### src/design/rob_commit_pkg.sv
// Reorder buffer commit package
// Operation word layout, system function codes and commit limits

package rob_commit_pkg;

	// ====================
	// Operation word
	// ====================

	// Compute format, class in the top nibble and operand fields below it
	typedef struct packed {
		logic [3:0]  op_class;
		logic [11:0] operands;
	} alu_fmt_t;

	// System format shares the class nibble and carries a function code
	typedef struct packed {
		logic [3:0] op_class;
		logic [3:0] sys_fn;
		logic [7:0] spare;
	} sys_fmt_t;

	// One dispatched word, read either as a compute or as a system op
	typedef union packed {
		alu_fmt_t alu_fmt;
		sys_fmt_t sys_fmt;
	} op_word_u;

	// Class value that selects the system view
	localparam logic [3:0] OP_CLASS_SYS = 4'hF;

	// System functions that must retire alone at the end of a group
	localparam logic [3:0] SYS_FN_CSR = 4'h1;
	localparam logic [3:0] SYS_FN_RTE = 4'h2;

	// ====================
	// Commit
	// ====================

	// Checkpoint index attached to every entry
	typedef logic [1:0] cndx_t;

	// Size of the head window and width of the commit count
	localparam int MAX_COMMIT_WIDTH = 4;
	localparam int CMTCNT_W = 3;

endpackage

### src/design/rob_view_if.sv
// Reorder buffer status view
// Per-entry status vectors from the entry storage to the commit counter

`timescale 1ns/1ps

interface rob_view_if
	import rob_commit_pkg::*;
#(
	parameter int ROB_DEPTH = 16
);

	// One bit per entry for each status field
	logic [ROB_DEPTH-1:0] v;
	logic [ROB_DEPTH-1:0] done;
	logic [ROB_DEPTH-1:0] oddball;
	logic [ROB_DEPTH-1:0] excv;
	logic [ROB_DEPTH-1:0] nan;

	// Checkpoint index of each entry
	cndx_t [ROB_DEPTH-1:0] cndx;

	// The storage side owns every field
	modport store (
		output v,
		output done,
		output oddball,
		output excv,
		output nan,
		output cndx
	);

	// The commit counter only looks
	modport reader (
		input v,
		input done,
		input oddball,
		input excv,
		input nan,
		input cndx
	);

endinterface

### src/design/rob_table.sv
// Reorder buffer entry storage
// Written at dispatch, marked at completion, released at commit

`timescale 1ns/1ps

module rob_table
	import rob_commit_pkg::*;
#(
	parameter int ROB_DEPTH = 16,
	localparam int TAG_W = $clog2(ROB_DEPTH)
) (
	input  logic                clk,
	input  logic                rst,
	input  logic                disp_valid,
	input  op_word_u            disp_op,
	input  cndx_t               disp_cndx,
	input  logic [TAG_W-1:0]    tail,
	input  logic                rob_full,
	input  logic                cmpl_valid,
	input  logic [TAG_W-1:0]    cmpl_tag,
	input  logic                cmpl_exc,
	input  logic                cmpl_nan,
	input  logic [TAG_W-1:0]    head,
	input  logic [CMTCNT_W-1:0] cmtcnt,
	input  logic                do_commit,
	rob_view_if.store           view
);

	// Valid bits are the only control state in the table
	logic [ROB_DEPTH-1:0] v_q;

	// Payload, rewritten at every dispatch
	logic [ROB_DEPTH-1:0] done_q;
	logic [ROB_DEPTH-1:0] oddball_q;
	logic [ROB_DEPTH-1:0] excv_q;
	logic [ROB_DEPTH-1:0] nan_q;
	cndx_t [ROB_DEPTH-1:0] cndx_q;

	logic disp_ok;
	logic disp_oddball;

	// A dispatch into a full buffer is dropped
	assign disp_ok = disp_valid && !rob_full;

	// Class is read through the compute view, the function through the system view
	assign disp_oddball = (disp_op.alu_fmt.op_class == OP_CLASS_SYS) &&
		((disp_op.sys_fmt.sys_fn == SYS_FN_CSR) ||
		(disp_op.sys_fmt.sys_fn == SYS_FN_RTE));

	always_ff @(posedge clk) begin
		if (rst) begin
			v_q <= '0;
		end else begin
			// Release the committed run starting at head
			if (do_commit) begin
				for (int k = 0; k < MAX_COMMIT_WIDTH; k++) begin
					if (CMTCNT_W'(k) < cmtcnt)
						v_q[head + TAG_W'(k)] <= 1'b0;
				end
			end
			// Tail always points at a free slot while the buffer is not full
			if (disp_ok)
				v_q[tail] <= 1'b1;
		end
	end

	// Payload write and completion update
	always_ff @(posedge clk) begin
		if (disp_ok) begin
			done_q[tail]    <= 1'b0;
			excv_q[tail]    <= 1'b0;
			nan_q[tail]     <= 1'b0;
			oddball_q[tail] <= disp_oddball;
			cndx_q[tail]    <= disp_cndx;
		end
		// Completion lands on an older entry, never on the one being written
		if (cmpl_valid) begin
			done_q[cmpl_tag] <= 1'b1;
			excv_q[cmpl_tag] <= cmpl_exc;
			nan_q[cmpl_tag]  <= cmpl_nan;
		end
	end

	// Status reads as zero for any free slot
	assign view.v       = v_q;
	assign view.done    = v_q & done_q;
	assign view.oddball = v_q & oddball_q;
	assign view.excv    = v_q & excv_q;
	assign view.nan     = v_q & nan_q;

	for (genvar i = 0; i < ROB_DEPTH; i++) begin : g_cndx
		assign view.cndx[i] = v_q[i] ? cndx_q[i] : cndx_t'(0);
	end

	// Execution units only report tags that were handed out and not yet retired
	a_cmpl_valid_entry: assert property (@(posedge clk) disable iff (rst)
		cmpl_valid |-> v_q[cmpl_tag]);

endmodule

### src/design/head_tracker.sv
// Reorder buffer pointer tracker
// Head and tail pointers, occupancy and the full flag

`timescale 1ns/1ps

module head_tracker
	import rob_commit_pkg::*;
#(
	parameter int ROB_DEPTH = 16,
	parameter int COMMIT_WIDTH = 4,
	localparam int TAG_W = $clog2(ROB_DEPTH),
	localparam int CNT_W = $clog2(ROB_DEPTH + 1)
) (
	input  logic                clk,
	input  logic                rst,
	input  logic                disp_valid,
	input  logic                do_commit,
	input  logic [CMTCNT_W-1:0] cmtcnt,
	output logic [TAG_W-1:0]    head,
	output logic [TAG_W-1:0]    tail,
	output logic                rob_full
);

	logic [CNT_W-1:0] count_q;
	logic [CNT_W-1:0] retire_n;
	logic             disp_ok;

	// Same drop rule as the storage side
	assign disp_ok = disp_valid && !rob_full;

	// Entries leaving the buffer this cycle
	assign retire_n = do_commit ? CNT_W'(cmtcnt) : '0;

	// Depth is a power of two, so the pointers wrap on their own
	always_ff @(posedge clk) begin
		if (rst) begin
			head    <= '0;
			tail    <= '0;
			count_q <= '0;
		end else begin
			if (do_commit)
				head <= head + TAG_W'(cmtcnt);
			if (disp_ok)
				tail <= tail + 1'b1;
			// Occupancy moves by the dispatch minus the retired count
			count_q <= count_q + CNT_W'(disp_ok) - retire_n;
		end
	end

	assign rob_full = (count_q == CNT_W'(ROB_DEPTH));

	// The counter never retires more than is held
	a_cmt_le_count: assert property (@(posedge clk) disable iff (rst)
		do_commit |-> (CNT_W'(cmtcnt) <= count_q));

	// Group size stays within the configured width
	a_cmt_le_width: assert property (@(posedge clk) disable iff (rst)
		int'(cmtcnt) <= COMMIT_WIDTH);

endmodule

### src/design/commit_count.sv
// Reorder buffer commit counter
// Sizes the next commit group at head and reports it as a registered pulse

`timescale 1ns/1ps

module commit_count
	import rob_commit_pkg::*;
#(
	parameter int ROB_DEPTH = 16,
	parameter int COMMIT_WIDTH = 4,
	localparam int TAG_W = $clog2(ROB_DEPTH)
) (
	input  logic                clk,
	input  logic                rst,
	rob_view_if.reader          view,
	input  logic [TAG_W-1:0]    head,
	output logic [CMTCNT_W-1:0] cmtcnt,
	output logic                do_commit
);

	// ====================
	// Head window
	// ====================

	logic [TAG_W-1:0] slot_idx [MAX_COMMIT_WIDTH];
	logic [MAX_COMMIT_WIDTH-1:0] slot_rdy;
	logic [MAX_COMMIT_WIDTH-1:0] slot_stop;
	logic [MAX_COMMIT_WIDTH-1:0] slot_nan;
	logic [MAX_COMMIT_WIDTH-1:0] slot_same_cp;
	logic [MAX_COMMIT_WIDTH-1:0] elig;
	logic [CMTCNT_W-1:0]         win_cnt;

	// Slot k is the entry k places after head and wraps around the buffer
	for (genvar k = 0; k < MAX_COMMIT_WIDTH; k++) begin : g_slot
		assign slot_idx[k]     = head + TAG_W'(k);
		assign slot_rdy[k]     = view.v[slot_idx[k]] && view.done[slot_idx[k]];
		// An oddball or excepting entry closes the group after itself
		assign slot_stop[k]    = view.oddball[slot_idx[k]] || view.excv[slot_idx[k]];
		assign slot_nan[k]     = view.nan[slot_idx[k]];
		assign slot_same_cp[k] = (view.cndx[slot_idx[k]] == view.cndx[slot_idx[0]]);
	end

	// ====================
	// Eligibility
	// ====================

	always_comb begin : elig_calc
		logic stop_seen;
		logic nan_seen;
		stop_seen = 1'b0;
		nan_seen  = 1'b0;
		for (int k = 0; k < MAX_COMMIT_WIDTH; k++) begin
			// Eligible slots are ready and share the checkpoint of slot 0
			// They may not follow a stopper or be a second NaN
			elig[k] = (k < COMMIT_WIDTH) && slot_rdy[k] && slot_same_cp[k] &&
				!stop_seen && !(nan_seen && slot_nan[k]);
			stop_seen = stop_seen || slot_stop[k];
			nan_seen  = nan_seen || slot_nan[k];
		end
	end

	// Count the unbroken run of eligible slots from slot 0
	always_comb begin : lead_count
		logic run;
		run     = 1'b1;
		win_cnt = '0;
		for (int k = 0; k < MAX_COMMIT_WIDTH; k++) begin
			run = run && elig[k];
			if (run)
				win_cnt = CMTCNT_W'(k + 1);
		end
	end

	// ====================
	// Registered result
	// ====================

	// While a pulse is out the head has not moved yet, so the window is stale
	always_ff @(posedge clk) begin
		if (rst) begin
			cmtcnt    <= '0;
			do_commit <= 1'b0;
		end else if (do_commit) begin
			cmtcnt    <= '0;
			do_commit <= 1'b0;
		end else begin
			cmtcnt    <= win_cnt;
			// A group exists whenever the oldest entry can retire
			do_commit <= elig[0];
		end
	end

	// The pulse and a nonzero count always travel together
	a_pulse_has_count: assert property (@(posedge clk) disable iff (rst)
		do_commit == (cmtcnt != '0));

endmodule

### src/design/rob_commit_top.sv
// Reorder buffer commit stage
// Entry storage, pointer tracking and the commit counter

`timescale 1ns/1ps

module rob_commit_top
	import rob_commit_pkg::*;
#(
	parameter int ROB_DEPTH = 16,
	parameter int COMMIT_WIDTH = 4,
	localparam int TAG_W = $clog2(ROB_DEPTH)
) (
	input  logic                clk,
	input  logic                rst,
	input  logic                disp_valid,
	input  logic [15:0]         disp_op,
	input  cndx_t               disp_cndx,
	input  logic                cmpl_valid,
	input  logic [TAG_W-1:0]    cmpl_tag,
	input  logic                cmpl_exc,
	input  logic                cmpl_nan,
	output logic [TAG_W-1:0]    disp_tag,
	output logic                rob_full,
	output logic [CMTCNT_W-1:0] cmtcnt,
	output logic                do_commit
);

	logic [TAG_W-1:0] head;

	// Status vectors from storage to the counter
	rob_view_if #(.ROB_DEPTH(ROB_DEPTH)) u_view ();

	rob_table #(
		.ROB_DEPTH(ROB_DEPTH)
	) u_table (
		.clk        (clk),
		.rst        (rst),
		.disp_valid (disp_valid),
		.disp_op    (disp_op),
		.disp_cndx  (disp_cndx),
		.tail       (disp_tag),
		.rob_full   (rob_full),
		.cmpl_valid (cmpl_valid),
		.cmpl_tag   (cmpl_tag),
		.cmpl_exc   (cmpl_exc),
		.cmpl_nan   (cmpl_nan),
		.head       (head),
		.cmtcnt     (cmtcnt),
		.do_commit  (do_commit),
		.view       (u_view.store)
	);

	// The tail pointer doubles as the tag of the next dispatch
	head_tracker #(
		.ROB_DEPTH    (ROB_DEPTH),
		.COMMIT_WIDTH (COMMIT_WIDTH)
	) u_ptrs (
		.clk        (clk),
		.rst        (rst),
		.disp_valid (disp_valid),
		.do_commit  (do_commit),
		.cmtcnt     (cmtcnt),
		.head       (head),
		.tail       (disp_tag),
		.rob_full   (rob_full)
	);

	commit_count #(
		.ROB_DEPTH    (ROB_DEPTH),
		.COMMIT_WIDTH (COMMIT_WIDTH)
	) u_cmt (
		.clk        (clk),
		.rst        (rst),
		.view       (u_view.reader),
		.head       (head),
		.cmtcnt     (cmtcnt),
		.do_commit  (do_commit)
	);

endmodule

### config.mk
export PLATFORM = sky130hd
export DESIGN_NAME = rob_commit_top
export DESIGN_NICKNAME = d
export VERILOG_FILES = /design/src/design/rob_commit_pkg.sv /design/src/design/rob_view_if.sv /design/src/design/rob_table.sv /design/src/design/head_tracker.sv /design/src/design/commit_count.sv /design/src/design/rob_commit_top.sv
export SDC_FILE = /design/constraint.sdc
export NUM_CORES = 1
export LEC_CHECK = 0
export BUFFER_PORTS_ARGS = -buffer_cell sky130_fd_sc_hd__buf_2
export CORE_AREA = 2 2 126 128
export DETAILED_ROUTE_END_ITERATION = 7
export DIE_AREA = 0 0 128 130
export HOLD_SLACK_MARGIN = 0.1
export PLACE_DENSITY = 0.81
export SLEW_MARGIN = 20
export SYNTH_ARGS = -nofsm -noshare
export SYNTH_HDL_FRONTEND = slang
export SYNTH_SLANG_ARGS = --single-unit
### constraint.sdc
create_clock -name clk -period 5.1 [get_ports clk]
set_clock_uncertainty 0.05 [all_clocks]
set_input_delay 0.255 -clock clk [delete_from_list [all_inputs] [get_ports clk]]
set_output_delay 0.255 -clock clk [all_outputs]
set_load 0.05 [all_outputs]
==> summary.md <==
| Metric | Value |
|---|---|
| Status | completed |
| Slowest stage delay, CP | about 0.75 ns |
| FMAX | approximately 0.26 GHz |
| Final hold violation count | 0 |
| First-pass GRT wire length | just over 40 mm |
| Die ar. | approximately 17,000 um2 |
| Largest net degree at the start of global routing | 58 |
| Mux cell area share after synthesis | 13.6% |
| Asr flop ratio synth | 0% |
| Fraction of the mapped netlist area in adder cells | approximately 3.5% |
| Cell internal pwr | ~2.1 mW |
| Largest family of logic cells by synthesized area | simple AND/OR/NAND/NOR gates |
| Gr busiest metal | met2 |
| Worst Max-Slew Pin Slew | between 0.8 and 0.9 ns |
| RSZ-0062 raised after global routing | false |
| Crit path kind | flop to flop |
| FP Rows | 46 |
| CP startpoint | u_ptrs.head[0]$_SDFFE_PP0P_ |
| Post_cts resized | 0 |
| Post-Synth XOR/XNOR Area | ~3.1% |
| Minimum clock period | roughly 3.9 ns |
| DP Worst Slack | 1.34 ns |
| Final antenna-violating net count | 0 |
| CTS Buf Count | 17 |
| Grt met3 use | slightly below 9% |
| PnR worst setup slack | about 1.2 ns |
| Period utilisation layout | approximately 76% |
| Root buffer cell | clkbuf_16 |
| Clk Latency, worst-skew pair | 0.43 ns |
| Layout Area Growth over Synthesis | 8.91% |
| Mapped Nets | 960 |
| Met2 GRT Util | approximately half |
| Comb power frac | between 10% and 20% |
| Routed wire length | ~26 mm |
| #FFs+latches synth | around 130 |
| Final setup fails | 0 |
| Cell Pwr Density | about 320 nW/um2 |
| Mapped cell area | ~8300 um2 |
| Port-buffer cells | 28 |
| Synth Area in Simple Gates | between 10% and 20% |
| Post-cts hold buffer count | 0 |
| Vias in the first global route | slightly above 7,000 |
| Met1 Use GR | 41.7% |
| Die Span Y | ~130 um |
| Top cell type's share of synthesized area | between 10% and 20% |
| Most frequent cell after synthesis | nand2_1 |
| Sequential fraction of design power | ~44% |
| Syn Area/Cell | 9.10 um2 |
| Hpwl dp | about 19 mm |
| EDFF count, synth | 48 |
| Critical Path RT | ~5.4 ns |
| Die Width | about 130 um |
| Switch share | between 20% and 30% |
| # Post-CTS Setup Buffers | 0 |
| Seq/Total Area, Yosys | between 30% and 40% |
| # DRC | 0 |
| H-Tree Depth | 4 |
| Clock share of power | between 40% and 50% |
| CP Max Fanout | 57 |
| Complex-gate fraction of the synthesized area | about 17% |
| Critical Path End Type | flop |
| VDD IR max | approximately 0.00022 V |
| Leak | between 3 and 4 nW |
| Clock Sinks | between 100 and 150 |
| YS warnings | 0 |
| Crit path cell chain | buf_4, nand2_1, xnor2_4, mux4_2, mux2i_1, xor2_1, nor4_1, nor3b_2 |
| Buf/Inv on CP | 1 |
| Post-synth top cells | nand2_1 (148), o21ai_0 (96), dfxtp_1 (81), nor2_1 (74), edfxtp_1 (48) |
| Maximum clock path buffer count | 2 |
| Wire per inst | approximately 23 um |
| Count of different cell masters after synthesis | 66 |
| Crit path max-delay family | simple AND/OR/NAND/NOR gates |
| GRT overflow | 0 |
| Setup TNS | 0 ns |
| Startpoint class of the critical path | flop |
| HP Start | disp_cndx[1] |
| Total track usage | about 32% |
| CTS clk-pin slew, worst paths | around 0.060 ns |
| Core area | between 15,000 and 20,000 um2 |
| CTS tree | done |
| Nets | 965 |
| Yosys top cell by area | dfxtp_1 |
| CP arrival | 4.18 ns |
| Antenna violations before repair | 2 |
| IO Pins | 37 |
| Vias | around 7,600 |
| DRT iter0 DRCs | 1,249 |
| Top post-synthesis cells by area | dfxtp_1 (20%), edfxtp_1 (17%), mux4_2 (12%) |
| Fin util | approximately 58% |
| Worst r2r src | u_ptrs.head[0]$_SDFFE_PP0P_ |
| Main synth FF type | dfxtp_1 |
| Cells after Synth | 910 |
| Slowest cell on crit path | dfxtp_2 |
| Hold crit path type | input port to flop |
| Placer congestion estimate | 1.17 |
| Vias per cell | between 6 and 7 |
| Headroom to the max-slew limit | between 40% and 50% |
| Initial Util | a little over half |
| WHS | just under 0.2 ns |
| P_sw | slightly below 800 uW |
| Max Slew Vio Count | 0 |
| Fraction of layout cells with a size suffix above 1 | between 10% and 20% |
| Drt first pass iters | 8 |
| MaxCap Viol Count | 0 |
| Total power | about 2.9 mW |
registers in the layout, summed over array words and instances, names as in the netlist:
name               flops
u_cmt.cmtcnt           3
u_cmt.do_commit        1
u_ptrs.count_q         5
u_ptrs.head            4
u_ptrs.tail            4
u_table.cndx_q        32
u_table.done_q        16
u_table.excv_q        16
u_table.nan_q         16
u_table.oddball_q     16
u_table.view.v        16
power groups by stage:
stage,clock [mW],combinational (mW),sequential [mW]
6_report,1.24,0.388,1.28
5_1_grt,1.29,0.432,1.29
4_1_cts,1.25,0.384,1.27
3_5_place_dp,0,0.381,1.30
3_3_place_gp,0,0.367,1.29
2_1_floorplan,0,0.286,1.28
logic make-up (layout without fill, tap and decap cells):
group | after synthesis | after routing
multiplexers | 56 | 56
XOR/XNOR | 25 | 25
AND/OR/NAND/NOR | 358 | 358
adder cells (fa/ha/maj) | 22 | 22
flip-flops | 129 | 129
AO/OA/AOI/OAI | 231 | 231
buffers and inverters | 89 | 107
other | 0 | 2
per-layer routing:
metal	share of wire, %	vias to the layer above
li1	-	3366
met1	37	3563
met2	44	568
met3	12	129
met4	6.3	0
met5	0	-
cells in the final DEF (no fill, tap or decap), drive strengths merged, types with 4 or more instances in the layout:
master	count
a21o	19
o21ai	96
nand3b	12
a21oi	35
mux2i	9
edfxtp	48
or2	9
o22ai	26
buf	40
nand3	46
clkbuf	22
inv	38
xnor2	8
o31ai	4
ha	20
nor2	74
mux4	45
clkinv	4
nand2	148
o221ai	4
o21a	4
nand4	8
o2111ai	7
nor2b	5
a211oi	11
xor2	17
dfxtp	81
nor3	26
o211ai	13
nor4	7
nand2b	8
path summary, 6_finish.rpt:
kind                                  endpoint  slack (ns)  depth (start not counted)
hold / removal    u_table.cndx_q[15]$_DFFE_PP_        0.19                          1
hold reg to reg      u_table.done_q[1]$_DFF_P_        0.40                          1
setup / recovery    u_cmt.cmtcnt[1]$_SDFF_PP0_        1.24                          8
setup reg to reg    u_cmt.cmtcnt[1]$_SDFF_PP0_        1.24                          8
area by class of cell:
class,count,area [um2]
clock inverter,10,121
timing repair buffer,40,230
fill,1356,6400
clock buffer,22,485
antenna,2,5.00
sequential,129,3070
inverter,35,136
tap,192,240
multi-input combinational,692,4740
per-stage QoR:
stage | instances | cell area (um2)
2_1_floorplan | 910 | 8280
3_3_place_gp | 1088 | 8410
3_5_place_dp | 1088 | 8410
4_1_cts | 1120 | 9020
5_1_grt | 1120 | 9020
6_report | 1122 | 9020
(Power assumes the default switching activity.)
